[src/logic/lsu_pkg.sv]
package lsu_pkg;

  localparam int XLEN      = 64;
  localparam int ADDR_W    = 32;  // physical address
  localparam int INST_W    = 32;
  localparam int REG_IDX_W = 5;

  // memory opcodes from the execute stage
  typedef enum logic [3:0] {
    NONE = 4'd0,
    LB   = 4'd1,
    LBU  = 4'd2,
    LH   = 4'd3,
    LHU  = 4'd4,
    LW   = 4'd5,
    LWU  = 4'd6,
    LD   = 4'd7,
    SB   = 4'd8,
    SH   = 4'd9,
    SW   = 4'd10,
    SD   = 4'd11
  } memop_e;

  // request handed over by execute
  typedef struct packed {
    logic [XLEN-1:0]      pc;
    logic [INST_W-1:0]    inst;
    logic [REG_IDX_W-1:0] rd_idx;
    logic [XLEN-1:0]      rs2_data;  // store data
    memop_e               mem_op;
    logic [XLEN-1:0]      alu_data;  // also the address
  } mem_req_t;

  typedef struct packed {
    logic [XLEN-1:0]      pc;
    logic [INST_W-1:0]    inst;
    logic [REG_IDX_W-1:0] rd_idx;
    logic [XLEN-1:0]      data;
  } wb_t;

endpackage
[src/logic/ex_mem_reg.sv]
`timescale 1ns/1ps

module ex_mem_reg (
  input  logic               clk,
  input  logic               reset_i,
  input  logic               req_valid_i,
  input  lsu_pkg::mem_req_t  req_i,
  input  logic               retire_i,
  output logic               occ_o,
  output lsu_pkg::mem_req_t  req_o
);

  logic              occ_q;
  lsu_pkg::mem_req_t req_q;

  // occupancy, a new strobe wins over retire on the same edge
  always_ff @(posedge clk) begin
    if (reset_i) begin
      occ_q <= 1'b0;
    end else if (req_valid_i) begin
      occ_q <= 1'b1;
    end else if (retire_i) begin
      occ_q <= 1'b0;
    end
  end

  // held stable for the whole ram access
  always_ff @(posedge clk) begin
    if (req_valid_i) begin
      req_q <= req_i;
    end
  end

  assign occ_o = occ_q;
  assign req_o = req_q;

endmodule

[config.mk]
export PLATFORM = sky130hd
export DESIGN_NAME = ex_mem_reg
export DESIGN_NICKNAME = d
export VERILOG_FILES = /design/src/logic/lsu_pkg.sv /design/src/logic/ex_mem_reg.sv
export SDC_FILE = /design/constraint.sdc
export NUM_CORES = 1
export LEC_CHECK = 0
export BUFFER_PORTS_ARGS = -buffer_cell sky130_fd_sc_hd__buf_2
export CAP_MARGIN = 20
export CORE_AREA = 5 5 178 180
export CTS_BUF_LIST = sky130_fd_sc_hd__clkbuf_8
export CTS_CLUSTER_DIAMETER = 50
export DETAILED_ROUTE_END_ITERATION = 10
export DIE_AREA = 0 0 183 185
export PLACE_DENSITY = 0.58
export RECOVER_POWER = 100
export SLEW_MARGIN = 20
export SYNTH_ARGS = -nofsm -noshare
export SYNTH_HDL_FRONTEND = slang
export SYNTH_SLANG_ARGS = --single-unit
[constraint.sdc]
create_clock -name clk -period 0.9 [get_ports clk]
set_clock_uncertainty 0.15 [all_clocks]
set_input_delay 0.09 -clock clk [delete_from_list [all_inputs] [get_ports clk]]
set_output_delay 0.09 -clock clk [all_outputs]
set_load 0.005 [all_outputs]
* Word level (Yosys, flattened, before mapping) *
Cells that the tools add are included.

storage, ports and cells
  register bits = 234
  input bits = 237
  output and inout port bits = 234
  logic and storage cells = 10

cells by class
  mux-type cells = 2
  reduce and logical (&&, ||, !) cells = 1

operators with widths
  operator            number
  2-to-1 mux 1 bit    2
  nonzero test 2 bit  1

* Depth between registers and ports, before layout *
  depth in word-level cells = 2
  mapped depth = 2
  depth with buffers taken out = 2

* Worst setup path after synthesis *
Ideal clock, no wire load.

  kind = reg2reg
  from = register, netlist name occ_o
  to = register occ_q, in the netlist occ_o
  library setup time = 0.066 ns
  arrival time = 0.501 ns
  required time = 0.684 ns
  path slack = 0.184 ns
  cell stages (with the launch flop) = 3
  buffers on the path = 0
  period minus slack after synthesis = 0.716 ns
  cells stage by stage = dfxtp_1 -> nand2b_1 -> a21oi_2

RTL lines
  element                 RTL line          RTL
  end signal: assignment  ex_mem_reg.sv:19  occ_q <= 1'b0;
  end signal: assignment  ex_mem_reg.sv:21  occ_q <= 1'b1;
  end signal: assignment  ex_mem_reg.sv:23  occ_q <= 1'b0;
  end: declaration        ex_mem_reg.sv:13  logic occ_q;

* Worst setup path in the final report *
  from = register req_q, in the netlist req_o[223]
  to = output port req_o[223] in the netlist's numbering

RTL lines
  element                   RTL line          RTL
  start: declaration        ex_mem_reg.sv:14  lsu_pkg::mem_req_t req_q;
  start signal: assignment  ex_mem_reg.sv:30  req_q <= req_i;
  end: declaration          ex_mem_reg.sv:10  output lsu_pkg::mem_req_t req_o

No word-level cell between the ends.

==> results.tsv <==
stage	metric	value	unit
status	status	complete, but fails checks	
status	failing checks	setup timing	
timing	final worst slack	-0.424	ns
global_route	initial antenna violation count	1	
floorplan	Die X	183	microns
synth	register bit total from synthesis	234	
synth	top cell type's share of synthesized area	99.4	%
route	WL/cell	17.4	microns
cts	Clock Latency Late Sink	0.52	ns
synth	synthesized cell area	7040	sq um
flow_run	max cap viols	0	
cts	Post-CTS Hold Buffers	235	
route	final WL	24.8	mm
timing	final worst path period share	147	%
synth	multiplexer share of the synthesized area	0	%
floorplan	Starting Density	23.4	%
global_route	maximum number of pins on one net before global-route repair	38	
timing	Final Hold Vio Count	0	
layout	most frequent cells in the layout	buf_2 (440), dlygate4sd3_1 (235), edfxtp_1 (233), clkbuf_8 (40), clkbuf_1 (26)	
route	DRC viols	0	
synth	Synth Area in Simple Gates	0.0889	%
pwr	Net Sw Frac	22.0	%
timing	setup tns final	-83.01	ns
critical_path	top cell family by delay on the critical path	flip-flops	
critical_path	CP peak stage delay	0.42	ns
cts	H-Tree Depth	2	
timing	worst slew margin relative to its limit	71.7	%
global_route	first-pass GRT wire length	35.7	mm
global_route	global route total overflow	0	
route	drt pass-1 iters	4	
cts	Clock Root Buffer	clkbuf_8	
synth	synthesized net count	474	
cts	Sink Count	234	
pwr	Power, Total	25100	uW
route	via count	5496	
critical_path	critical path data arrival time	1.08	ns
layout	share of cells above drive strength 1	50.0	%
timing	Max Freq	0.755	GHz
cts	CTS max path bufs	3	
critical_path	crit end category	output port	
cts	CTS tree	yes	
timing	RSZ-0062 raised after global routing	yes	
synth	average size of a mapped cell	29.7	sq um
pwr	Pint	19600	uW
synth	adder-cell share of the synthesized area	0	%
floorplan	row cnt	64	
synth	sequential-to-total area share from yosys stat	99.7	%
synth	Syn. warnings	0	
timing	Least-Margin Pin Slew	0.425	ns
timing	Slew Limit Fails	0	
synth	leading post-synthesis cells by cell area	edfxtp_1 (99%), dfxtp_1 (0.28%), a21oi_2 (0.12%)	
pwr	pwr dens	1910	nW/um^2
placed_design	gpl congestion	0.764	
pwr	Flop pwr share	52.6	%
placed_design	post-DP HPWL	17.4	mm
placed_design	IO Port Bufs	470	
pwr	VDD IR max	1.44	mV
synth	compound-gate portion of the synthesized area	0.124	%
synth	Synth cell types	5	
synth	XOR/XNOR Fraction of Synth Area	0	%
pwr	leakage	0.00557	uW
critical_path	crit-path max FO	1	
critical_path	critical path, cell by cell	buf_2	
critical_path	CP Data Required Time	0.66	ns
floorplan	die area	33900	sq um
layout	commonest non-fill, non-tap cell in the layout	buf_2	
layout	antenna cells	0	
route	antenna viol nets, final	0	
floorplan	I/O pin count	471	
pwr	clock group share of total power	36.7	%
global_route	vias in the first global route	6170	
cts	CTS buffer count	40	
synth	area leader, netlist	edfxtp_1	
min_path	worst hold path type	input pin to register	
pwr	Sw Pwr	5520	uW
route	DR iter-0 viols	193	
critical_path	CP max-delay cell	edfxtp_1	
synth	largest family of logic cells by synthesized area	compound AO/OA/AOI/OAI gates	
cts	Clock transition at path regs	0.06	ns
critical_path	Buf/Inv on CP	1	
timing	Setup Viol. Count Final	234	
synth	Mapped Cells	237	
route	Via-to-Cell Ratio	3.85	
floorplan	core area	30000	sq um
critical_path	worst setup path category	register to output port	
timing	Final Critical Period	1.32	ns
timing	Worst Hold Slack	0.106	ns
global_route	Total Routing Usage GR	13.8	%
layout	Synth-to-Final Area Change	86.3	%
critical_path	startpoint types	register	
pwr	Combinational Power Share	10.7	%
floorplan	Die Y	185	microns
layout	nets	1242	
## metal layers
| metal | GRT usage, % | vias to the layer above | part of all wire (%) |
|---|---|---|---|
| li1 | - | 2518 | - |
| met1 | 15.0 | 2623 | 36 |
| met2 | 24.8 | 308 | 52 |
| met3 | 4.97 | 45 | 9.4 |
| met4 | 4.74 | 2 | 2.7 |
| met5 | 0 | - | 0.044 |
## state kept, by name, summed over array words and instances, names as in the netlist
| signal | count |
|---|---|
| occ_o | 1 |
| req_o | 233 |
## per-stage QoR
step	area, sq um	utilization, %	setup WS (ns)	std cells
final	13100	43.6	-0.424	1429
after floorplan	7040	-	0.184	237
after global routing	13100	43.6	-0.478	1429
after global placement	10100	33.6	-0.177	1123
after CTS	13200	44.0	-0.493	1428
after detailed placement	10100	33.6	-0.183	1123
## cell type report
cell class,instances,area [sq um]
well taps,396,495
multi-input cells,2,15.0
flip-flops and latches,234,7020
repair buffers,726,4810
clock inverters,30,211
inverters,1,3.75
clock buffers,40,551
fillers,2675,16900
## cells by family after synthesis
logic type | after synthesis
flops | 234
simple gates | 1
compound gates | 1
buf+inv | 1
## cell usage after synthesis
| cell | instances |
|---|---|
| inv_1 | 1 |
| nand2b_1 | 1 |
| dfxtp_1 | 1 |
| a21oi_2 | 1 |
| edfxtp_1 | 233 |
## worst paths after layout
kind	start	end	slack, ns	depth (start not counted)
max	req_o[223]	req_o[223]	-0.42	1
min	req_valid_i	req_o[207]	0.11	2
max reg2reg	occ_o	occ_o	0.07	3
min reg2reg	occ_o	occ_o	0.46	3
## what timing repair did
item | CTS | global route
buffers inserted | 0 | 1
gates cloned | 0 | 0
pin swaps | 0 | 1
gates resized for setup | 4 | 0
hold endpoints to repair | 467 | 168
endpoints found under the setup margin | 234 | 234
## power groups by stage
stage	sequential (uW)	clock [uW]	combinational (uW)
CTS	13200	9550	2740
global placement	13400	0	1890
floorplan	13500	0	5.03
detailed placement	13400	0	1910
finish	13200	9210	2680
global route	13300	10100	2890
No activity file was read; power rests on OpenSTA's default activity.
