--- src/logic/soc_map_pkg.sv ---
package soc_map_pkg;

  // core-local timer registers
  localparam logic [31:0] MTIME_ADDR    = 32'h0200_BFF8;
  localparam logic [31:0] MTIMECMP_ADDR = 32'h0200_4000;

  // data ram window starts here, size set by RAM_WORDS
  localparam logic [31:0] RAM_BASE = 32'h8000_0000;

endpackage

--- src/logic/lsu_pkg.sv ---
package lsu_pkg;

  localparam int XLEN      = 64;
  localparam int ADDR_W    = 32;  // physical address
  localparam int INST_W    = 32;
  localparam int REG_IDX_W = 5;

  // memory opcodes from the execute stage
  typedef enum logic [3:0] {
    NONE = 4'd0,
    LB   = 4'd1,
    LBU  = 4'd2,
    LH   = 4'd3,
    LHU  = 4'd4,
    LW   = 4'd5,
    LWU  = 4'd6,
    LD   = 4'd7,
    SB   = 4'd8,
    SH   = 4'd9,
    SW   = 4'd10,
    SD   = 4'd11
  } memop_e;

  // request handed over by execute
  typedef struct packed {
    logic [XLEN-1:0]      pc;
    logic [INST_W-1:0]    inst;
    logic [REG_IDX_W-1:0] rd_idx;
    logic [XLEN-1:0]      rs2_data;  // store data
    memop_e               mem_op;
    logic [XLEN-1:0]      alu_data;  // also the address
  } mem_req_t;

  typedef struct packed {
    logic [XLEN-1:0]      pc;
    logic [INST_W-1:0]    inst;
    logic [REG_IDX_W-1:0] rd_idx;
    logic [XLEN-1:0]      data;
  } wb_t;

endpackage
--- src/logic/clint_timer.sv ---
`timescale 1ns/1ps

module clint_timer (
  input  logic                        clk,
  input  logic                        reset_i,
  input  logic                        tmr_sel_i,
  input  logic                        tmr_we_i,
  input  logic [lsu_pkg::ADDR_W-1:0]  tmr_addr_i,
  input  logic [lsu_pkg::XLEN-1:0]    tmr_wdata_i,
  output logic [lsu_pkg::XLEN-1:0]    tmr_rdata_o,
  output logic                        timer_irq_o
);

  logic [lsu_pkg::XLEN-1:0] mtime_q;
  logic [lsu_pkg::XLEN-1:0] mtimecmp_q;
  logic                     irq_q;
  logic                     wr_mtime;
  logic                     wr_mtimecmp;

  assign wr_mtime    = tmr_sel_i && tmr_we_i && (tmr_addr_i == soc_map_pkg::MTIME_ADDR);
  assign wr_mtimecmp = tmr_sel_i && tmr_we_i && (tmr_addr_i == soc_map_pkg::MTIMECMP_ADDR);

  always_ff @(posedge clk) begin
    if (reset_i) begin
      mtime_q <= '0;
    end else if (wr_mtime) begin
      mtime_q <= tmr_wdata_i;
    end else begin
      mtime_q <= mtime_q + 1'b1;  // free running
    end
  end

  always_ff @(posedge clk) begin
    if (reset_i) begin
      mtimecmp_q <= '1;  // no interrupt out of reset
    end else if (wr_mtimecmp) begin
      mtimecmp_q <= tmr_wdata_i;
    end
  end

  always_ff @(posedge clk) begin
    if (reset_i) begin
      irq_q <= 1'b0;
    end else begin
      irq_q <= (mtime_q >= mtimecmp_q);
    end
  end

  assign tmr_rdata_o = (tmr_addr_i == soc_map_pkg::MTIMECMP_ADDR) ? mtimecmp_q : mtime_q;
  assign timer_irq_o = irq_q;

endmodule

--- config.mk ---
export PLATFORM = sky130hd
export DESIGN_NAME = clint_timer
export DESIGN_NICKNAME = d
export VERILOG_FILES = /design/src/logic/soc_map_pkg.sv /design/src/logic/lsu_pkg.sv /design/src/logic/clint_timer.sv
export SDC_FILE = /design/constraint.sdc
export NUM_CORES = 1
export LEC_CHECK = 0
export BUFFER_PORTS_ARGS = -buffer_cell sky130_fd_sc_hd__buf_2
export CORE_ASPECT_RATIO = 0.8
export CORE_UTILIZATION = 40
export CTS_CLUSTER_SIZE = 8
export DETAILED_ROUTE_END_ITERATION = 8
export SLEW_MARGIN = 10
export SYNTH_ARGS = -nofsm -noshare
export SYNTH_HDL_FRONTEND = slang
export SYNTH_SLANG_ARGS = --single-unit
--- constraint.sdc ---
create_clock -name clk -period 5.1 [get_ports clk]
set_clock_uncertainty 0.2 [all_clocks]
set_input_delay 0.51 -clock clk [delete_from_list [all_inputs] [get_ports clk]]
set_output_delay 0.51 -clock clk [all_outputs]
set_load 0.1 [all_outputs]
; ---- Word level (Yosys, flattened, before mapping)
; Cells that the tools add are included.
[op_classes]
n_addsub = 1
eq_ne = 2
n_reduce_logical = 3
magnitude_cmp = 1
n_mux = 2
[op_table]
columns = cell, count
row1 = two-way mux 64 bit, 2
row2 = adder 64 x 1 -> 64 bit (second input constant), 1
row3 = == test 32 x 26 -> 1 bit (second input constant), 2
row4 = greater-or-equal comparator 64 bit, 1
row5 = logical AND 1 bit, 3
[totals]
wordCells = 12
register_bits = 129
out_inout_bits = 65

; ---- Logic depth before layout (Yosys ltp)
; Gate-level depths: netlist of run 1.
[depth]
ltp_word = 3
depth_mapped = 9

; ---- Worst setup path before layout of run 1
; OpenSTA, ideal clock, no wires.
[synth_path]
kind = input to output
start = input tmr_addr_i[25] (netlist bit)
end = output tmr_rdata_o[0] (netlist bit)
slack_ps = 1256
n_path_buf = 1
t_required_ps = 4390
arrival_time_ps = 3134
stages = 5
cell_sequence = nor4b_1 nand3_1 nor4_2 clkbuf_1 o21ai_0
[synth_between]
elab_chain_len = 2
[synth_lines]
columns = element, line
row1 = "start, declared", clint_timer.sv:8  ; input logic [lsu_pkg::ADDR_W-1:0] tmr_addr_i,
row2 = == test 32 x 26 -> 1 bit, clint_timer.sv:49  ; assign tmr_rdata_o = (tmr_addr_i == soc_map_pkg::MTIMECMP_ADDR) ? mtimecmp_q : mtime_q;
row3 = two-way mux 64 bit, clint_timer.sv:49
row4 = "end, declared", clint_timer.sv:10  ; output logic [lsu_pkg::XLEN-1:0] tmr_rdata_o,
; Every way passes these cells.

; ---- Worst setup path after layout of run 1
[layout_path]
start = input tmr_addr_i[24] (netlist bit)
end = output tmr_rdata_o[37] (netlist bit)
; Same word-level chain as after synthesis.

==> results of run 1 <==
==> report_power, final <==
group	total (uW)	internal, uW	switching [uW]	leakage [uW]
Clock	1250	764	483	0.000288
Combinational	102	37.8	64.6	0.00321
Sequential	1010	1010	3.86	0.00104
==> layout make-up <==
cell class                 count  share of cell area
inverter                      84              0.0328
sequential                   129               0.269
clock buffer                  17              0.0442
clock inverter                15              0.0176
timing repair buffer         172              0.0932
tap                          258              0.0336
multi-input combinational    703               0.510
==> placed cells by master, fill, tap and decap left out, types with 38 or more instances in the layout <==
cell type  instances
buf_2            163
nand2_1           83
mux2_2            48
inv_1             83
a211oi_1          61
dfxtp_1          129
ha_1              65
o211ai_1          38
xnor2_1           38
nor2_1           111
==> per-layer routing <==
metal | part of all wire | GRT usage
met5 | 0 | 0
met4 | 0.0071 | 0.0599
met3 | 0.044 | 0.0380
met2 | 0.42 | 0.337
met1 | 0.52 | 0.315
==> sequential cells by signal (all words and copies together) (netlist names) <==
name         count
mtimecmp_q      64
timer_irq_o      1
mtime_q         64
==> per-stage QoR <==
stage / hold slack, ns / instance area (um^2) / power, uW / instances
2_1_floorplan: 0.286 / 8030 / 1070 / 973
3_3_place_gp: 0.306 / 9020 / 1140 / 1346
3_5_place_dp: 0.308 / 9020 / 1140 / 1346
4_1_cts: 0.0929 / 9620 / 2390 / 1378
5_1_grt: 0.0923 / 9620 / 2450 / 1378
6_report: 0.106 / 9620 / 2360 / 1378
==> worst max-delay path, cell delays in order <==
cell and delay (ns):
buf_2 0.10, nor4b_1 0.50, nand3_1 0.23, nor4_4 0.20
buf_4 0.55, nand2_1 0.10, o21ai_0 0.16, buf_2 0.50
==> logic make-up after synthesis <==
family	after synthesis
simple gates	337
compound gates	192
buf+inv	141
flops	129
fa+ha+maj	65
xor+xnor	60
mux	49
==> final timing paths <==
path | from | to | slack (ns) | cells after the start
max | tmr_addr_i[24] | tmr_rdata_o[37] | 1.53 | 8
min | tmr_wdata_i[52] | mtimecmp_q[52] | 0.11 | 2
max reg2reg | mtime_q[2] | mtime_q[41] | 1.98 | 6
min reg2reg | mtimecmp_q[7] | mtimecmp_q[7] | 0.32 | 2
==> run metrics, run 1 <==
CP required=4.39 ns; root buf cell=clkbuf_16; Fmax=0.280 GHz; Die Height=129 um; Worst-Margin Slew=1.03 ns; post-synthesis sequential area ratio=0.322; share of the synthesized area in the top cell type=0.322; clock latency on the worst-skew pair=0.42 ns; Final Wtd Congestion=0.793; TNS Setup=0 ns; Post-Synth XOR/XNOR Area=0.0654; Synth Area in Compound Gates=0.172; H-tree depth=4; post-synthesis cell type count=50; Area Growth Syn to Fin=19.7%; largest family of logic cells by synthesized area=simple AND/OR/NAND/NOR gates; core area=19,300 um^2; n_diodes=0; Worst setup EP type=primary output; Cells after Synth=973; Num CTS Buffers=17; EDFF count, synth=0; Post-DRT Antenna Nets=0; cts hold-fix bufs=0; RSZ-0062 raised after global routing=no; largest net degree at the start of global routing=86; gr ovfl total=0; simple-gate share of the synthesized area=0.202; commonest cells in the netlist=129 x dfxtp_1, 111 x nor2_1, 84 x inv_1; VDD IR max=0.176 mV; Post-Synth Adder-Cell Area=0.101; drt first pass iters=6; Pleak=0.00454 uW; Setup CP Type=in -> out; P per Cell Area=246 nW/um^2; vias=7,319; Layout fillers=1,860; multi-input logic area=4900 um^2; ys async rst share=0; setup repair bufs after CTS=0; endpoints failing setup=0; DRC Markers=0; Hold Fails Final Rpt=0; gr usage total=0.219; Max clock buf depth=2; post-DP HPWL=15.6 mm; crit path max fanout=48; Worst Hold Class=in -> reg; mux share of post-synthesis cell area=0.0686; most frequent cell after synthesis=dfxtp_1; number of buffers added on ports=164; layout cells sized above 1=0.234; Starting Density=0.416; Vias/cell=5.31; Period minus WS final=3.57 ns; vias in the first global route=6,739; first-pass GRT wire length=35.7 mm; syn_nets=1,138; clock-pin slew on the worst setup and hold paths=0.06 ns; Die ar.=20,600 um^2; register bit total from synthesis=129; CTS tree=yes; synth warn=0; I/O pin cnt=165; post-CTS sizing=0; DP Worst Slack=1.43 ns; nets=1,272; status=finished clean; Die W=160 um; Arr. time, crit path=2.86 ns; CTS sink cnt=129; Mapped Area=8030 um^2; worst setup margin=1.53 ns; Final Util=0.498; fin. max-slew vios=0; synth top area cells=dfxtp_1 32%, ha_1 10%, mux2_2 6.7%; post-synth top area cell=dfxtp_1; ys flop type=dfxtp_1; Sequential cell area=2580 um^2; drt initial violations=381; # rows=45; slew margin rel.=0.313; max_cap viols=0; Synth Area per Inst=8.25 um^2; period utilisation layout=0.701; initial antenna violation count=0; startpoint class of the critical path=input pin; Avg WL per Cell=16.2 um; Total Wirelength=22.3 mm
No activity file was read; power rests on OpenSTA's default activity.
==> run 2: changes to the inputs <==
- ABC_AREA: not set -> 1
- clock period: 5.1 -> 3.16 ns (I/O delays scaled with it)
==> run metrics, run 2 <==
vias in the first global route=9,572 (was 6,739); status=finished clean (unchanged); slew margin rel.=0.183 (was 0.313); Total Wirelength=32.7 mm (was 22.3 mm); gr usage total=0.272 (was 0.219); synth warn=0 (unchanged); post-synthesis sequential area ratio=0.274 (was 0.322); crit path max fanout=128 (was 48); Worst setup EP type=primary output (unchanged); Period minus WS final=2.54 ns; gr ovfl total=0 (unchanged); Post-DRT Antenna Nets=0 (unchanged); Buf/Inv on CP=3 (unchanged); Die Height=139 um (was 129 um); DRC Markers=0 (unchanged); Worst path most repeated cell=buf_12 (was buf_2); area of placed instances=11,600 um^2 (was 9020 um^2); clock-pin slew on the worst setup and hold paths=0.06 ns (about the same); leading cell type in the layout, fill and taps excluded=nand2_1 (was buf_2); most frequent cells in the layout=443 x nand2_1, 212 x inv_1, 186 x nor2_1, 164 x nand3_1, 129 x dfxtp_1 (was 163 x buf_2, 129 x dfxtp_1, 111 x nor2_1, 83 x inv_1, 83 x nand2_1); CP required=2.64 ns (was 4.39 ns); CTS tree=yes (unchanged); CP cell instances=buf_2, nor4_1, nand2_1, nor2_4, nand2_4, buf_12, o21ai_0, buf_12 (was buf_2, nor4b_1, nand3_1, nor4_4, buf_4, nand2_1, o21ai_0, buf_2); # rows=49 (was 45); dpl cells=1,978 (was 1,346); Arr. time, crit path=2.02 ns (was 2.86 ns); WHS=0.235 ns (was 0.106 ns); post-DP HPWL=25.3 mm (was 15.6 mm); Vias/cell=5.00 (was 5.31); Mapped Area=9440 um^2 (was 8030 um^2); critical path depth in cells=8 (unchanged); vias=10.4k (was 7,319); post-synthesis cell type count=34 (was 50); clock latency on the worst-skew pair=0.43 ns (was 0.42 ns); fin. max-slew vios=0 (unchanged); synth top area cells=dfxtp_1 27%, nand2_1 18%, nand3_1 8.7% (was dfxtp_1 32%, ha_1 10%, mux2_2 6.7%); endpoints failing setup=0 (unchanged); Num CTS Buffers=17 (unchanged); Synth Area per Inst=6.09 um^2 (was 8.25 um^2); ys async rst share=0 (unchanged); n_diodes=0 (unchanged); TNS Setup=0 ns (unchanged); Area Growth Syn to Fin=35.6% (was 19.7%); post-CTS sizing=0 (unchanged); P per Cell Area=305 nW/um^2 (was 246 nW/um^2); period utilisation layout=0.804; layout cells sized above 1=0.153 (was 0.234); Fmax=0.394 GHz; startpoint class of the critical path=input pin (unchanged); share of the synthesized area in the top cell type=0.274 (was 0.322); delay of the slowest critical-path stage=0.45 ns (was 0.55 ns); Hold Fails Final Rpt=0 (unchanged); Die W=174 um (was 160 um); VDD IR max=0.341 mV (was 0.176 mV); post-synth top area cell=dfxtp_1 (unchanged); Pleak=0.00663 uW (was 0.00454 uW); worst hold stages=6 (was 2); Setup CP Type=in -> out (unchanged); Die ar.=24,200 um^2 (was 20,600 um^2); number of buffers added on ports=164 (unchanged); commonest cells in the netlist=443 x nand2_1, 213 x inv_1, 186 x nor2_1 (was 129 x dfxtp_1, 111 x nor2_1, 84 x inv_1); Final Wtd Congestion=0.950 (was 0.793); Cells after Synth=1,550 (was 973); register bit total from synthesis=129 (unchanged); CTS sink cnt=129 (unchanged); EDFF count, synth=0 (unchanged); Max clock buf depth=2 (unchanged); first-pass GRT wire length=51.7 mm (was 35.7 mm); slowest stage cell, crit path=o21ai_0 (was buf_4); Worst Hold Class=in -> reg (unchanged); largest net degree at the start of global routing=129 (was 86); RSZ-0062 raised after global routing=no (unchanged); critical path's top delay family=simple AND/OR/NAND/NOR gates (was buffers and inverters); Layout fillers=2,295 (was 1,860); drt initial violations=702 (was 381); core area=22,800 um^2 (was 19,300 um^2); root buf cell=clkbuf_16 (unchanged); max_cap viols=0 (unchanged); Avg WL per Cell=15.8 um (was 16.2 um); Final Cell Area=12,800 um^2 (was 9620 um^2); drt first pass iters=7 (was 6); syn_nets=1,715 (was 1,138); fin cells=2,075 (was 1,378); most frequent cell after synthesis=nand2_1 (was dfxtp_1); nets=1,921 (was 1,272); ys flop type=dfxtp_1 (unchanged); initial antenna violation count=0 (unchanged); Starting Density=0.414 (was 0.416); H-tree depth=4 (unchanged); Worst R2R Path Depth=12 (was 6); Worst-Margin Slew=1.22 ns (was 1.03 ns); I/O pin cnt=165 (unchanged)
run 2: cell types whose count changed in the layout (fill, tap and decap cells not counted), moves of 61 or more:
cell and delta:
buf_12 +65, dlygate4sd3_1 +65, nand3_1 +129, buf_2 -63
nor2_1 +75, inv_1 +129, a211oi_1 -61, nand2_1 +360
run 2: power by group:
part / total [uW] / internal (uW) / leakage, uW / switching (uW)
sequential: 1630 / 1630 / 0.00104 / 5.57
clock: 2000 / 1130 / 0.000281 / 869
combinational: 268 / 135 / 0.00531 / 133
total: 3900 / 2890 / 0.00663 / 1010
run 2: final timing paths:
path	startpoint	to	slack, ns
worst max-delay path	tmr_addr_i[17]	tmr_rdata_o[6]	0.62
worst min-delay path	tmr_addr_i[5]	mtime_q[61]	0.23
worst max register to register	mtime_q[1]	mtime_q[40]	0.70
worst min register to register	mtimecmp_q[44]	mtimecmp_q[44]	0.25
run 2: routing by layer:
metal,vias to the layer above,share of wire,GRT usage
met5,-,0,0
met4,0,0.0099,0.0512
met3,27,0.053,0.0429
met2,287,0.44,0.432
met1,4700,0.50,0.387
li1,5351,-,-
run 2: layout make-up:
type | count | area, um^2 | area share
flip-flops and latches | 129 | 2580 | 0.202
repair buffers | 242 | 2550 | 0.199
clock buffers | 18 | 439 | 0.0343
clock inverters | 14 | 144 | 0.0112
inverters | 221 | 831 | 0.0649
multi-input cells | 1145 | 5870 | 0.459
well taps | 306 | 383 | 0.0299
run 2: cell families after synthesis:
family / after synthesis / synth area share
AO/OA/AOI/OAI: 147 / 0.0790
buffers and inverters: 276 / 0.118
flip-flops: 129 / 0.274
AND/OR/NAND/NOR: 902 / 0.414
XOR/XNOR: 31 / 0.0288
adder cells (fa/ha/maj): 65 / 0.0861
run 2: timing repair:
item | 4_1_cts | 5_1_grt
hold buffers | 65 | 0
buffers inserted | 0 | 0
setup endpoints to repair | 0 | 0
hold endpoints to repair | 94 | 0
run 2: worst reg2reg max path: stages (launching register included):
cell     delay (ns)
dfxtp_1        0.42
ha_1           0.33
nand3_4        0.17
inv_2          0.11
nand2_1        0.14
nor2_2         0.25
nand2_2        0.16
nor3_2         0.25
inv_1          0.07
nand2_1        0.06
nand3_1        0.07
nand2_1        0.08
inv_1          0.04
run 2: metrics by stage:
step	utilization	worst slack, ns	power [uW]
finish	0.562	0.620	3900
global placement	0.507	0.504	1870
CTS	0.562	0.635	3920
global route	0.562	0.455	4030
floorplan	-	-0.741	1760
detailed placement	0.507	0.453	1870
