`src/logic/soc_map_pkg.sv`:
```
package soc_map_pkg;

  // core-local timer registers
  localparam logic [31:0] MTIME_ADDR    = 32'h0200_BFF8;
  localparam logic [31:0] MTIMECMP_ADDR = 32'h0200_4000;

  // data ram window starts here, size set by RAM_WORDS
  localparam logic [31:0] RAM_BASE = 32'h8000_0000;

endpackage

```
`src/logic/lsu_pkg.sv`:
```
package lsu_pkg;

  localparam int XLEN      = 64;
  localparam int ADDR_W    = 32;  // physical address
  localparam int INST_W    = 32;
  localparam int REG_IDX_W = 5;

  // memory opcodes from the execute stage
  typedef enum logic [3:0] {
    NONE = 4'd0,
    LB   = 4'd1,
    LBU  = 4'd2,
    LH   = 4'd3,
    LHU  = 4'd4,
    LW   = 4'd5,
    LWU  = 4'd6,
    LD   = 4'd7,
    SB   = 4'd8,
    SH   = 4'd9,
    SW   = 4'd10,
    SD   = 4'd11
  } memop_e;

  // request handed over by execute
  typedef struct packed {
    logic [XLEN-1:0]      pc;
    logic [INST_W-1:0]    inst;
    logic [REG_IDX_W-1:0] rd_idx;
    logic [XLEN-1:0]      rs2_data;  // store data
    memop_e               mem_op;
    logic [XLEN-1:0]      alu_data;  // also the address
  } mem_req_t;

  typedef struct packed {
    logic [XLEN-1:0]      pc;
    logic [INST_W-1:0]    inst;
    logic [REG_IDX_W-1:0] rd_idx;
    logic [XLEN-1:0]      data;
  } wb_t;

endpackage
```
`src/logic/mem_access.sv`:
```
`timescale 1ns/1ps

module mem_access (
  input  logic                          occ_i,
  input  lsu_pkg::mem_req_t             req_i,
  // data ram
  output logic [lsu_pkg::ADDR_W-1:0]    ram_addr_o,
  output logic                          ram_req_o,
  output logic                          ram_we_o,
  output logic [7:0]                    ram_mask_o,
  output logic [lsu_pkg::XLEN-1:0]      ram_wdata_o,
  input  logic                          ram_ready_i,
  input  logic [lsu_pkg::XLEN-1:0]      ram_rdata_i,
  // timer
  output logic                          tmr_sel_o,
  output logic                          tmr_we_o,
  output logic [lsu_pkg::ADDR_W-1:0]    tmr_addr_o,
  output logic [lsu_pkg::XLEN-1:0]      tmr_wdata_o,
  input  logic [lsu_pkg::XLEN-1:0]      tmr_rdata_i,
  // writeback side
  output logic                          retire_o,
  output lsu_pkg::wb_t                  wb_o,
  output logic                          busy_o
);

  logic                       is_load;
  logic                       is_store;
  logic                       is_signed;
  logic [1:0]                 size_log2;  // 0:byte 1:half 2:word 3:double
  logic [7:0]                 base_mask;
  logic [lsu_pkg::XLEN-1:0]   store_trunc;
  logic [lsu_pkg::ADDR_W-1:0] addr;
  logic [2:0]                 off;
  logic                       tmr_hit;
  logic                       is_ram;
  logic [lsu_pkg::XLEN-1:0]   raw_rdata;
  logic [lsu_pkg::XLEN-1:0]   sh_rdata;
  logic [lsu_pkg::XLEN-1:0]   load_ext;

  always_comb begin
    is_load   = 1'b0;
    is_store  = 1'b0;
    is_signed = 1'b0;
    size_log2 = 2'd0;
    case (req_i.mem_op)
      lsu_pkg::LB:  begin is_load = 1'b1; is_signed = 1'b1; size_log2 = 2'd0; end
      lsu_pkg::LBU: begin is_load = 1'b1; size_log2 = 2'd0; end
      lsu_pkg::LH:  begin is_load = 1'b1; is_signed = 1'b1; size_log2 = 2'd1; end
      lsu_pkg::LHU: begin is_load = 1'b1; size_log2 = 2'd1; end
      lsu_pkg::LW:  begin is_load = 1'b1; is_signed = 1'b1; size_log2 = 2'd2; end
      lsu_pkg::LWU: begin is_load = 1'b1; size_log2 = 2'd2; end
      lsu_pkg::LD:  begin is_load = 1'b1; is_signed = 1'b1; size_log2 = 2'd3; end
      lsu_pkg::SB:  begin is_store = 1'b1; size_log2 = 2'd0; end
      lsu_pkg::SH:  begin is_store = 1'b1; size_log2 = 2'd1; end
      lsu_pkg::SW:  begin is_store = 1'b1; size_log2 = 2'd2; end
      lsu_pkg::SD:  begin is_store = 1'b1; size_log2 = 2'd3; end
      default:      ;  // NONE, plain alu result
    endcase
  end

  // width-truncated store data and unshifted byte enables
  always_comb begin
    case (size_log2)
      2'd0:    begin base_mask = 8'h01; store_trunc = {56'b0, req_i.rs2_data[7:0]};  end
      2'd1:    begin base_mask = 8'h03; store_trunc = {48'b0, req_i.rs2_data[15:0]}; end
      2'd2:    begin base_mask = 8'h0f; store_trunc = {32'b0, req_i.rs2_data[31:0]}; end
      default: begin base_mask = 8'hff; store_trunc = req_i.rs2_data;                end
    endcase
  end

  assign addr    = req_i.alu_data[lsu_pkg::ADDR_W-1:0];
  assign off     = addr[2:0];
  assign tmr_hit = (addr == soc_map_pkg::MTIME_ADDR) || (addr == soc_map_pkg::MTIMECMP_ADDR);
  assign is_ram  = (is_load || is_store) && !tmr_hit;

  // ram request stays up until the ready cycle
  assign ram_addr_o  = addr;
  assign ram_req_o   = occ_i && is_ram && !ram_ready_i;
  assign ram_we_o    = occ_i && is_ram && is_store;
  assign ram_mask_o  = base_mask << off;
  assign ram_wdata_o = store_trunc << {off, 3'b000};

  assign tmr_sel_o   = occ_i && (is_load || is_store) && tmr_hit;
  assign tmr_we_o    = tmr_sel_o && is_store;
  assign tmr_addr_o  = addr;
  assign tmr_wdata_o = ram_wdata_o;  // full doubleword in practice

  // load path: pick source, shift down, extend
  assign raw_rdata = tmr_hit ? tmr_rdata_i : ram_rdata_i;
  assign sh_rdata  = raw_rdata >> {off, 3'b000};

  always_comb begin
    case (size_log2)
      2'd0:    load_ext = {{56{is_signed & sh_rdata[7]}}, sh_rdata[7:0]};
      2'd1:    load_ext = {{48{is_signed & sh_rdata[15]}}, sh_rdata[15:0]};
      2'd2:    load_ext = {{32{is_signed & sh_rdata[31]}}, sh_rdata[31:0]};
      default: load_ext = sh_rdata;
    endcase
  end

  assign retire_o    = occ_i && (is_ram ? ram_ready_i : 1'b1);
  assign busy_o      = ram_req_o;

  assign wb_o.pc     = req_i.pc;
  assign wb_o.inst   = req_i.inst;
  assign wb_o.rd_idx = req_i.rd_idx;
  assign wb_o.data   = is_load ? load_ext : req_i.alu_data;

endmodule

```
`config.mk`:
```
export PLATFORM = sky130hd
export DESIGN_NAME = mem_access
export DESIGN_NICKNAME = d
export VERILOG_FILES = /design/src/logic/soc_map_pkg.sv /design/src/logic/lsu_pkg.sv /design/src/logic/mem_access.sv
export SDC_FILE = /design/constraint.sdc
export NUM_CORES = 1
export LEC_CHECK = 0
export ABC_AREA = 1
export BUFFER_PORTS_ARGS = -buffer_cell sky130_fd_sc_hd__clkbuf_2
export CORE_AREA = 3 3 286 288
export DETAILED_ROUTE_END_ITERATION = 8
export DIE_AREA = 0 0 289 291
export GPL_TIMING_DRIVEN = 0
export PLACE_DENSITY = 0.36
export SYNTH_ARGS = -nofsm -noshare
export SYNTH_HDL_FRONTEND = slang
export SYNTH_SLANG_ARGS = --single-unit
```
`constraint.sdc`:
```
create_clock -name vclk -period 2.2
set_input_delay 0.11 -clock vclk [all_inputs]
set_output_delay 0.11 -clock vclk [all_outputs]
set_load 0.05 [all_outputs]
```
-- Yosys cells after proc, flatten, opt, wreduce, memory -nomap -nowiden
Index checks and enable logic that the tools add are counted.
- equality and inequality tests: 15
- $mul: 0
- reduce and logical (&&, ||, !) cells: 19
- bitwise gates (word level): 3
- shifts and indexed selects: 3
- div/mod/pow operators: 0
- magnitude comparators: 0
- mux-type cells: 10
- add/subtract/negate cells: 0
- operators with widths (operator ; count):
    64-bit one-hot mux with 3 select lines ; 2
    64-bit 2-to-1 mux ; 2
    32-bit by 26-bit equality test with 1-bit output (second input constant) ; 2
    64-bit by 6-bit left shift with 64-bit output ; 1
    64-bit by 6-bit >> shifter with 64-bit output ; 1
    8-bit one-hot mux with 3 select lines ; 1
    4-bit by 3-bit equality test with 1-bit output (second input constant) ; 4
    4-bit equality test (second input constant) ; 4
    4-bit by 2-bit equality test with 1-bit output (second input constant) ; 2
    1-bit logical AND ; 8
    4-bit OR reduction ; 2
    8-bit by 3-bit left shift with 8-bit output ; 1
    7-bit OR reduction ; 1
    2-bit one-hot mux with 3 select lines ; 1
    3-bit OR reduction ; 2
    4-bit by 1-bit equality test with 1-bit output (second input constant) ; 1
    1-bit 2-to-1 mux ; 4
    1-bit AND ; 3
    2-bit by 1-bit equality test with 1-bit output (second input constant) ; 1
    2-bit equality test (second input constant) ; 1
    1-bit logical NOT ; 2
    2-bit logical NOT ; 1
    1-bit logical OR ; 2
    2-bit OR reduction ; 1
- input port bits: 363
- memory bits (read-only): 0
- memories kept: 0
- flip-flop bits (word level): 0
- latch bits: 0
- bits in writable memories: 0
- output and inout port bits: 371

-- Logic depth before layout (Yosys ltp)
Gate-level depths: netlist of run 1.
- word-level depth: 7
- depth in mapped cells: 22
- gate-level depth less buffers: 20

-- Worst setup path before layout of run 1
Ideal clock, no wire load.
- path kind: in2out
- start: in req_i[67] (netlist bit)
- end: out tmr_wdata_o[58] (netlist bit)
- arrival time: 2.893 ns
- data required time: 2.090 ns
- buffers on the path: 2
- path slack: -0.803 ns
- stages: 12
- cell sequence: inv_1 nor2_1 inv_1 nand2_1 nand2_1 inv_1 clkbuf_1 nand2_1 o21ai_0 o21ai_0 o21ai_0 buf_4
- cells in the longest elaborated chain, start to end: 6
- ends and longest elaborated chain (what ; RTL line ; source):
    start: declaration ; mem_access.sv:5 ; input lsu_pkg::mem_req_t req_i,
    4-bit equality test (tied with other cells) ; mem_access.sv:45 ; case (req_i.mem_op)
    3-bit OR reduction (no source line) or 2-bit OR reduction (tied branches) ; -- ;
    2-bit one-hot mux with 3 select lines (*) ; mem_access.sv:45 ;
    2-bit equality test (tied with other cells) ; mem_access.sv:63 ; case (size_log2)
    64-bit one-hot mux with 3 select lines (*) ; mem_access.sv:63 ;
    64-bit by 6-bit left shift with 64-bit output (*) ; mem_access.sv:81 ; assign ram_wdata_o = store_trunc << {off, 3'b000};
    end: declaration ; mem_access.sv:18 ; output logic [lsu_pkg::XLEN-1:0] tmr_wdata_o,
Mark *: on every way between the ends. The rest lies on a longest branch, timed or not.

==> results.py, run 1 <==
metrics = {
    "logic_synthesis": {
        "yosys.area.top_type": "buf_4",
        "avgSynthCellArea_sq_um": 4.96,
        "syn_nets": 1883,
        "synth_most_common_cell": "nand2_1",
        "yosysUniqueCellTypes": 35,
        "synth_top_area_share_pct": 23.3,
        "mappedNetlistArea_sq_um": 7550,
        "ys_seq_area_share_pct": 0,
        "synth_area_leaders": "buf_4 23%, nand2_1 20%, nor2_1 12%, nand3_1 9.0%, o21ai_0 7.6%",
        "ys_top_cells_by_count": "402 x nand2_1, 242 x nor2_1, 234 x buf_4",
        "yosys_warnings": 0,
        "synth_cells": 1520,
    },
    "floorplanning": {
        "rows": 103,
        "core_sq_um": 79100,
        "start_util_pct": 9.54,
        "dieHeight_um": 291,
        "fp.dieW_um": 289,
        "dieArea_sq_um": 84100,
        "io-pin-count": 734,
    },
    "hold_path": {
        "hold_class": "input port to output pin",
        "min-delay-start": "req_i[169]",
        "min_to": "wb_o[101]",
        "hold_depth": 2,
    },
    "route": {
        "via_per_inst": 4.01,
        "antenna_left": 0,
        "vias": 13400,
        "wl_per_cell_um": 24.8,
        "drcViolationCount": 0,
        "drtIter0Drc": 651,
        "drt-pass1-iter-count": 5,
        "drt_wl_total_um": 82600,
    },
    "critical_path": {
        "worstPathCellList": "clkbuf_16 > nor2_4 > nand4_1 > nor2_4 > nand2_4 > buf_12 > buf_12 > nand2_1 > o21ai_1 > nand2_1 > nand2_2 > o211ai_1 > nand2_1 > nor2_4 > nor2_2 > clkbuf_8",
        "crit_required_ns": 2.09,
        "start_kind": "input port",
        "cp_max_fo": 10,
        "crit_type": "input port to output pin",
        "cp.arrival_ns": 2.56,
        "crit_slowest_cell": "o211ai_1",
        "end_kind": "output pin",
        "slowest_delay_ns": 0.35,
    },
    "global_route": {
        "gr-total-overflow": 0,
        "grt_pass1_wl_um": 107000,
        "grt_max_degree": 11,
        "grt_pass1_vias": 13300,
        "antenna_found_initial": 20,
        "grtUsageTotal_pct": 18.1,
    },
    "pwr": {
        "power_density_nw_per_um2": 321,
        "vdd_ir_drop_max_uv": 177,
        "pwr-share-clk_pct": 0,
        "seqPwrFrac_pct": 0,
        "leakage_uw": 0.00899,
        "p_int_uw": 2110,
        "combPwrFrac_pct": 100.0,
        "switching_share_pct": 64.4,
        "p_switching_uw": 3830,
        "totalPowerFinal_uw": 5940,
    },
    "placed_design": {
        "dpl.hpwl_um": 68800,
        "gp_congestion": 0.897,
        "io_buffers": 632,
        "place_area_sq_um": 12500,
    },
    "final_layout": {
        "multi_input_area_sq_um": 7870,
        "regArea_sq_um": 0,
        "area_delta_synth_final_pct": 145,
        "seq_cell_count": 0,
        "layout.nets": 2648,
        "n_fill_cell": 9082,
        "stdcell_area_sq_um": 18500,
        "clkbuf_count": 0,
        "drive_above_1_share_pct": 70.0,
    },
    "outcome": {
        "violations": "setup timing",
        "outcome": "complete, but fails checks",
    },
    "timing": {
        "drv_slew": 0,
        "fin_ws_ns": -0.467,
        "rsz0062_at_grt": "true",
        "fin_crit_ns": 2.67,
        "setup_viol": 113,
        "clock.fmax_ghz": 0.375,
        "slew_headroom_pct": 19.6,
        "fin_crit_sh_pct": 121,
        "hold_viol": 0,
        "worst_pin_slew_ns": 1.21,
    },
    "clock_tree": {
        "cts_hold_buffers": 0,
    },
    "flow_run": {
        "cap_violations": 0,
    },
}
[critical path: cells and delay by family]
family / cells / cell delay [ns]
buf+inv: 4 / 0.62
compound gates: 2 / 0.42
simple gates: 10 / 1.37
[area by class of cell]
type	count	area share [%]
Antenna cell	4	0.0540
Buffer	318	14.4
Timing Repair Buffer	761	33.0
Tap cell	1050	7.09
Timing Repair inverter	2	0.135
Inverter	117	2.86
Multi-Input combinational cell	1085	42.5
[cell families after synthesis]
logic type	Yosys count	synth area share, %
AND/OR/NAND/NOR	816	44.6
AO/OA/AOI/OAI	265	20.8
multiplexers	3	0.398
buffers and inverters	436	34.2
[how the worst max path moves through the flow]
| stage | slack, ns | endpoint | from | cells past startpoint |
|---|---|---|---|---|
| after floorplan | -0.29 | tmr_wdata_o[32] | req_i[1] | 8 |
| after global placement | -2.13 | tmr_wdata_o[38] | req_i[0] | 8 |
| after detailed placement | -2.13 | tmr_wdata_o[38] | req_i[0] | 8 |
| after CTS | -0.47 | wb_o[59] | req_i[19] | 20 |
| after global routing | -0.53 | wb_o[55] | req_i[27] | 18 |
| final | -0.47 | wb_o[35] | req_i[31] | 16 |
[per-stage QoR]
step | cells | setup WS (ns) | util [%] | hold WS [ns] | TNS, ns
2_1_floorplan | 1520 | -0.288 | - | 0.289 | -2.16
3_3_place_gp | 3202 | -2.13 | 15.8 | 0.549 | -256.56
3_5_place_dp | 3202 | -2.13 | 15.8 | 0.549 | -256.67
4_1_cts | 3270 | -0.469 | 19.9 | 0.549 | -27.17
5_1_grt | 3333 | -0.528 | 23.4 | 0.551 | -38.29
6_report | 3337 | -0.467 | 23.4 | 0.547 | -26.23
[metal layers]
layer	global-route usage [%]	wire length (um)	vias up
met1	20.5	30900	6352
met5	0	178	-
met2	34.5	43100	635
met3	3.92	5940	121
li1	-	-	6253
met4	3.26	2450	30
[power by group through the flow]
stage               Clock (uW)  Combinational (uW)  Sequential (uW)
floorplan                    0                3000                0
global placement             0                4460                0
detailed placement           0                4460                0
CTS                          0                5240                0
global route                 0                6210                0
finish                0.000245                5940                0
[what timing repair did]
item	in CTS	in global routing
gates resized for setup	737	758
gates cloned	6	8
setup buffers	63	61
pin swaps	89	169
endpoints found under the setup margin	206	179
[placed cells by master, fill, tap and decap left out, types with 7 or more instances in the layout]
master     instances
clkbuf_2         455
buf_4            308
nand2_1          255
nand2_2          110
nor2_1           109
buf_6            102
inv_1             92
buf_8             85
nand3_1           81
nor2_4            77
nor2_2            60
o211ai_1          57
nand3_2           50
o21ai_4           39
nand2_4           34
o21ai_2           34
clkbuf_8          30
clkbuf_4          29
a21oi_2           29
o21ai_1           28
buf_12            24
o21ai_0           21
clkbuf_16         19
buf_2             14
a21oi_4           11
nand2_8           10
inv_2              9
clkbuf_1           8
nand3_4            8
a21oi_1            8
o221ai_2           7
Note: power is estimated with default switching activity, not from simulation.
==> run 2: changes to the inputs <==
- CELL_PAD_IN_SITES_DETAIL_PLACEMENT: unset -> 1
- CELL_PAD_IN_SITES_GLOBAL_PLACEMENT: unset -> 2
- CORE_AREA: 3 3 286 288 -> 3 3 289 291
- DIE_AREA: 0 0 289 291 -> 0 0 292 294
- PLACE_DENSITY: 0.36 -> 0.62
==> run 2 against run 1 <==
Against the previous run: critical path depth increased by 4; die area increased by 2.1%; sequential cell count unchanged; the flow still finishes with violations (setup timing); worst hold slack about the same; design area increased by 0.79%; core utilization decreased by 0.31 points; clock-buffer cell count unchanged; critical endpoint is now wb_o[57]; first-iteration DRC count decreased by 18%; non-clock buffer count unchanged; critical path type unchanged.
==> results.py, run 2 (synthesized netlist as in run 1, its figures left out) <==
metrics = {
    "critical_path": {
        "crit_required_ns": 2.09,
        "worstPathCellList": "buf_6 > inv_8 > nand4_1 > nor2_1 > nand2_1 > nand2_4 > buf_6 > nand3_4 > nand2_4 > nand2_2 > nand2_2 > nand3_2 > nand2_4 > nand2_4 > nand3_4 > buf_12 > clkbuf_16 > nor2_4 > nor2_2 > buf_8",
        "crit_slowest_cell": "nand2_4",
        "crit_buf_inv": 6,
        "path_delay_family": "simple AND/OR/NAND/NOR gates",
        "end_kind": "output pin",
        "start_kind": "input port",
        "crit_path_frequent_cell": "nand2_4",
        "crit_type": "input port to output pin",
        "cp.arrival_ns": 2.43,
        "slowest_delay_ns": 0.19,
        "cp_max_fo": 9,
    },
    "floorplanning": {
        "io-pin-count": 734,
        "dieArea_sq_um": 85800,
        "fp.dieW_um": 292,
        "start_util_pct": 9.34,
        "rows": 104,
        "dieHeight_um": 294,
        "core_sq_um": 80800,
    },
    "timing": {
        "setup_tns_ns": -17.57,
        "fin_ws_ns": -0.337,
        "clock.fmax_ghz": 0.394,
        "setup_viol": 92,
        "drv_slew": 0,
        "fin_crit_ns": 2.54,
        "fin_crit_sh_pct": 115,
        "hold_viol": 0,
        "slew_headroom_pct": 23.2,
        "rsz0062_at_grt": "true",
        "worst_pin_slew_ns": 1.15,
    },
    "route": {
        "vias": 13400,
        "antenna_left": 0,
        "drcViolationCount": 0,
        "via_per_inst": 3.99,
        "drt-pass1-iter-count": 5,
        "wl_per_cell_um": 25.5,
        "drt_wl_total_um": 85300,
        "drtIter0Drc": 536,
    },
    "placed_design": {
        "place_area_sq_um": 12500,
        "dpl.hpwl_um": 71200,
        "gp_congestion": 0.845,
        "place_ws_ns": -2.16,
        "io_buffers": 632,
    },
    "pwr": {
        "totalPowerFinal_uw": 5970,
        "leakage_uw": 0.00906,
        "power_density_nw_per_um2": 320,
        "vdd_ir_drop_max_uv": 192,
    },
    "final_layout": {
        "seq_cell_count": 0,
        "regArea_sq_um": 0,
        "stdcell_area_sq_um": 18700,
        "layout_commonest_cell": "clkbuf_2",
        "layout_common_cells": "457 x clkbuf_2, 315 x buf_4, 264 x nand2_1, 106 x nor2_1, 98 x nand2_2",
        "layout.nets": 2648,
        "drive_above_1_share_pct": 69.7,
        "area_delta_synth_final_pct": 147,
        "clkbuf_count": 0,
    },
    "outcome": {
        "violations": "setup timing",
        "outcome": "complete, but fails checks",
    },
    "global_route": {
        "grtUsageTotal_pct": 18.4,
        "grt_max_degree": 11,
        "grt_pass1_vias": 14300,
        "gr-total-overflow": 0,
        "grt_pass1_wl_um": 112000,
        "antenna_found_initial": 11,
    },
    "hold_path": {
        "hold_class": "input port to output pin",
    },
    "clock_tree": {
        "cts_hold_buffers": 0,
    },
    "flow_run": {
        "cap_violations": 0,
    },
}
run 2: cell types whose count changed in the layout (fill, tap and decap cells not counted), sizes merged:
cell           change
buf                -3
bufbuf             +1
clkbuf             +3
clkdlybuf4s15      -1
clkinv             -3
inv                +3
run 2: area by class of cell:
class	count	area [sq um]
fill	9856	62100
multi-input combinational	1085	7870
timing repair buffer	763	6270
buffer	316	2660
tap	1060	1330
inverter	117	519
timing repair inverter	2	20.0
antenna	4	10.0
run 2: power by group:
group | total, uW | switching (uW) | internal [uW] | leakage [uW]
clock | 0.000244 | 0 | 0.000244 | 0.0000000254
combinational | 5970 | 3820 | 2140 | 0.00906
sequential | 0 | 0 | 0 | 0
run 2: stage by stage:
step,hold WS (ns),utilization (%),instances
2_1_floorplan,0.289,-,1520
3_3_place_gp,0.548,15.5,3212
3_5_place_dp,0.549,15.5,3212
4_1_cts,0.549,20.9,3318
5_1_grt,0.550,23.1,3344
6_report,0.548,23.1,3347
run 2: final timing paths:
path | start | endpoint | slack [ns] | depth (start not counted)
setup / recovery | req_i[2] | wb_o[57] | -0.34 | 20
hold / removal | req_i[192] | wb_o[124] | 0.55 | 2
run 2: per-layer routing:
| metal | track usage [%] | up-vias | part of all wire (%) |
|---|---|---|---|
| met5 | 0 | - | 0.064 |
| met4 | 2.75 | 8 | 2.2 |
| met3 | 4.14 | 67 | 7.0 |
| met2 | 35.7 | 570 | 52 |
| met1 | 20.7 | 6469 | 38 |
| li1 | - | 6251 | - |
run 2: what timing repair did:
action | in CTS | in global routing
setup endpoints to repair | 206 | 171
pin swaps | 106 | 155
cloned | 6 | 2
setup buffers | 100 | 32
endpoints found under the hold margin | 0 | 0
gates resized for setup | 893 | 567
==> run 3: changes to the inputs <==
- MAX_ROUTING_LAYER: unset -> met4
==> run 3 against run 2 <==
Against the previous run: the run still ends with setup timing left; critical path type unchanged; global-route usage is 0.55 points higher; non-clock buffer count is 17 higher; critical endpoint is now wb_o[35]; clock-buffer cell count stayed put; critical path depth is 1 lower; combinational power is 2% higher; total power is 2.0% higher; final cell count is 0.69% higher; routed wire length is 0.68% higher; sequential share of layout area stayed put; largest cell class unchanged; core utilization is 0.39 points higher.
==> results.py, run 3 (synthesized netlist as in run 1, its figures left out) <==
metrics = {
    "outcome": {
        "outcome": "complete, but fails checks",
        "violations": "setup timing",
    },
    "final_layout": {
        "regArea_sq_um": 0,
        "layout_common_cells": "459 x clkbuf_2, 314 x buf_4, 257 x nand2_1, 109 x nor2_1, 104 x nand2_2",
        "stdcell_area_sq_um": 19000,
        "final_util_pct": 23.5,
        "layout.nets": 2665,
        "clkbuf_count": 0,
        "fin_cells": 3370,
        "layout_commonest_cell": "clkbuf_2",
        "seq_cell_count": 0,
        "multi_input_area_sq_um": 7910,
        "n_fill_cell": 9835,
        "area_delta_synth_final_pct": 152,
        "drive_above_1_share_pct": 69.9,
    },
    "floorplanning": {
        "io-pin-count": 734,
        "start_util_pct": 9.34,
        "rows": 104,
        "fp.dieW_um": 292,
        "dieArea_sq_um": 85800,
        "dieHeight_um": 294,
        "core_sq_um": 80800,
    },
    "placed_design": {
        "dp_cells": 3212,
        "place_area_sq_um": 12500,
        "dpl.hpwl_um": 71200,
        "io_buffers": 632,
        "gp_congestion": 0.860,
    },
    "critical_path": {
        "cp_max_fo": 7,
        "crit_type": "input port to output pin",
        "crit_required_ns": 2.09,
        "end_kind": "output pin",
        "cp.arrival_ns": 2.48,
        "start_kind": "input port",
    },
    "timing": {
        "fin_ws_ns": -0.387,
        "clock.fmax_ghz": 0.386,
        "fin_crit_sh_pct": 118,
        "rsz0062_at_grt": "true",
        "drv_slew": 0,
        "worst_pin_slew_ns": 1.23,
        "fin_hold_ws_ns": 0.544,
        "fin_crit_ns": 2.59,
        "hold_viol": 0,
        "slew_headroom_pct": 18.2,
        "setup_viol": 117,
    },
    "hold_path": {
        "hold_class": "input port to output pin",
        "hold_depth": 3,
        "min-delay-start": "ram_ready_i",
        "min_to": "busy_o",
    },
    "route": {
        "drt-pass1-iter-count": 5,
        "vias": 13600,
        "drtIter0Drc": 584,
        "drcViolationCount": 0,
        "wl_per_cell_um": 25.5,
        "via_per_inst": 4.03,
        "antenna_left": 0,
        "drt_wl_total_um": 85900,
    },
    "global_route": {
        "antenna_found_initial": 12,
        "top_usage_layer": "met2",
        "grtUsageTotal_pct": 18.9,
        "gr-total-overflow": 0,
        "grtUsageMet3_pct": 3.65,
        "grt_pass1_vias": 14300,
        "grt.met2_usage_pct": 36.0,
        "use_met1_pct": 20.9,
        "grt_pass1_wl_um": 112000,
        "grt_max_degree": 11,
    },
    "pwr": {
        "leakage_uw": 0.00917,
        "p_int_uw": 2210,
        "power_density_nw_per_um2": 321,
        "seqPwrFrac_pct": 0,
        "pwr-share-clk_pct": 0,
        "p_switching_uw": 3870,
        "combPwrFrac_pct": 100.0,
        "switching_share_pct": 63.6,
        "vdd_ir_drop_max_uv": 179,
    },
    "flow_run": {
        "cap_violations": 0,
    },
    "clock_tree": {
        "cts_hold_buffers": 0,
    },
}
run 3: critical path: stages:
cell and delay (ns):
clkbuf_16 0.13, nor2_4 0.15, nand2_1 0.07, nor2_1 0.10, nand2_1 0.07, nand2_2 0.12, nand2_4 0.07, buf_12 0.15
buf_12 0.14, buf_12 0.13, o21ai_4 0.20, nand2_2 0.09, o21ai_4 0.08, nand2_2 0.08, o211ai_1 0.15, nand2_2 0.18
nor2_4 0.22, nor2_2 0.07, buf_8 0.14
run 3: area by class of cell:
type | count | share of cell area (%)
inverters | 117 | 2.72
repair inverters | 2 | 0.0923
plain buffers | 316 | 14.2
diodes | 10 | 0.132
multi-input cells | 1085 | 41.7
repair buffers | 780 | 34.2
well taps | 1060 | 6.99
run 3: worst max path at each step:
stage | depth (start not counted) | startpoint | slack [ns] | end
finish | 19 | req_i[0] | -0.39 | wb_o[35]
detailed placement | 16 | req_i[0] | -2.16 | wb_o[14]
global route | 19 | req_i[30] | -0.46 | wb_o[57]
global placement | 16 | req_i[0] | -2.12 | wb_o[14]
CTS | 20 | req_i[0] | -0.42 | wb_o[48]
floorplan | 8 | req_i[1] | -0.29 | tmr_wdata_o[32]
run 3: timing repair:
item | 4_1_cts | 5_1_grt
pin swaps | 106 | 141
gates cloned | 6 | 3
resized for setup | 893 | 598
buffers inserted | 100 | 49
endpoints found under the setup margin | 206 | 171
run 3: power by group through the flow:
| stage | sequential (uW) | clock (uW) | combinational, uW |
|---|---|---|---|
| 4_1_cts | 0 | 0 | 5480 |
| 6_report | 0 | 0.000612 | 6080 |
| 3_5_place_dp | 0 | 0 | 4480 |
| 5_1_grt | 0 | 0.000610 | 6360 |
| 2_1_floorplan | 0 | 0 | 3000 |
| 3_3_place_gp | 0 | 0 | 4480 |
run 3: through the flow:
step | total power [uW] | setup TNS [ns] | worst slack (ns)
2_1_floorplan | 3000 | -2.16 | -0.288
3_3_place_gp | 4480 | -246.35 | -2.12
3_5_place_dp | 4480 | -245.60 | -2.16
4_1_cts | 5480 | -22.06 | -0.421
5_1_grt | 6360 | -34.48 | -0.459
6_report | 6080 | -20.91 | -0.387
run 3: metal layers:
metal,vias to the layer above,share of wire (%),routed length [um]
li1,6301,-,-
met1,6610,39,33300
met2,593,52,45100
met3,77,6.5,5570
met4,0,2.3,2000
met5,-,0,0
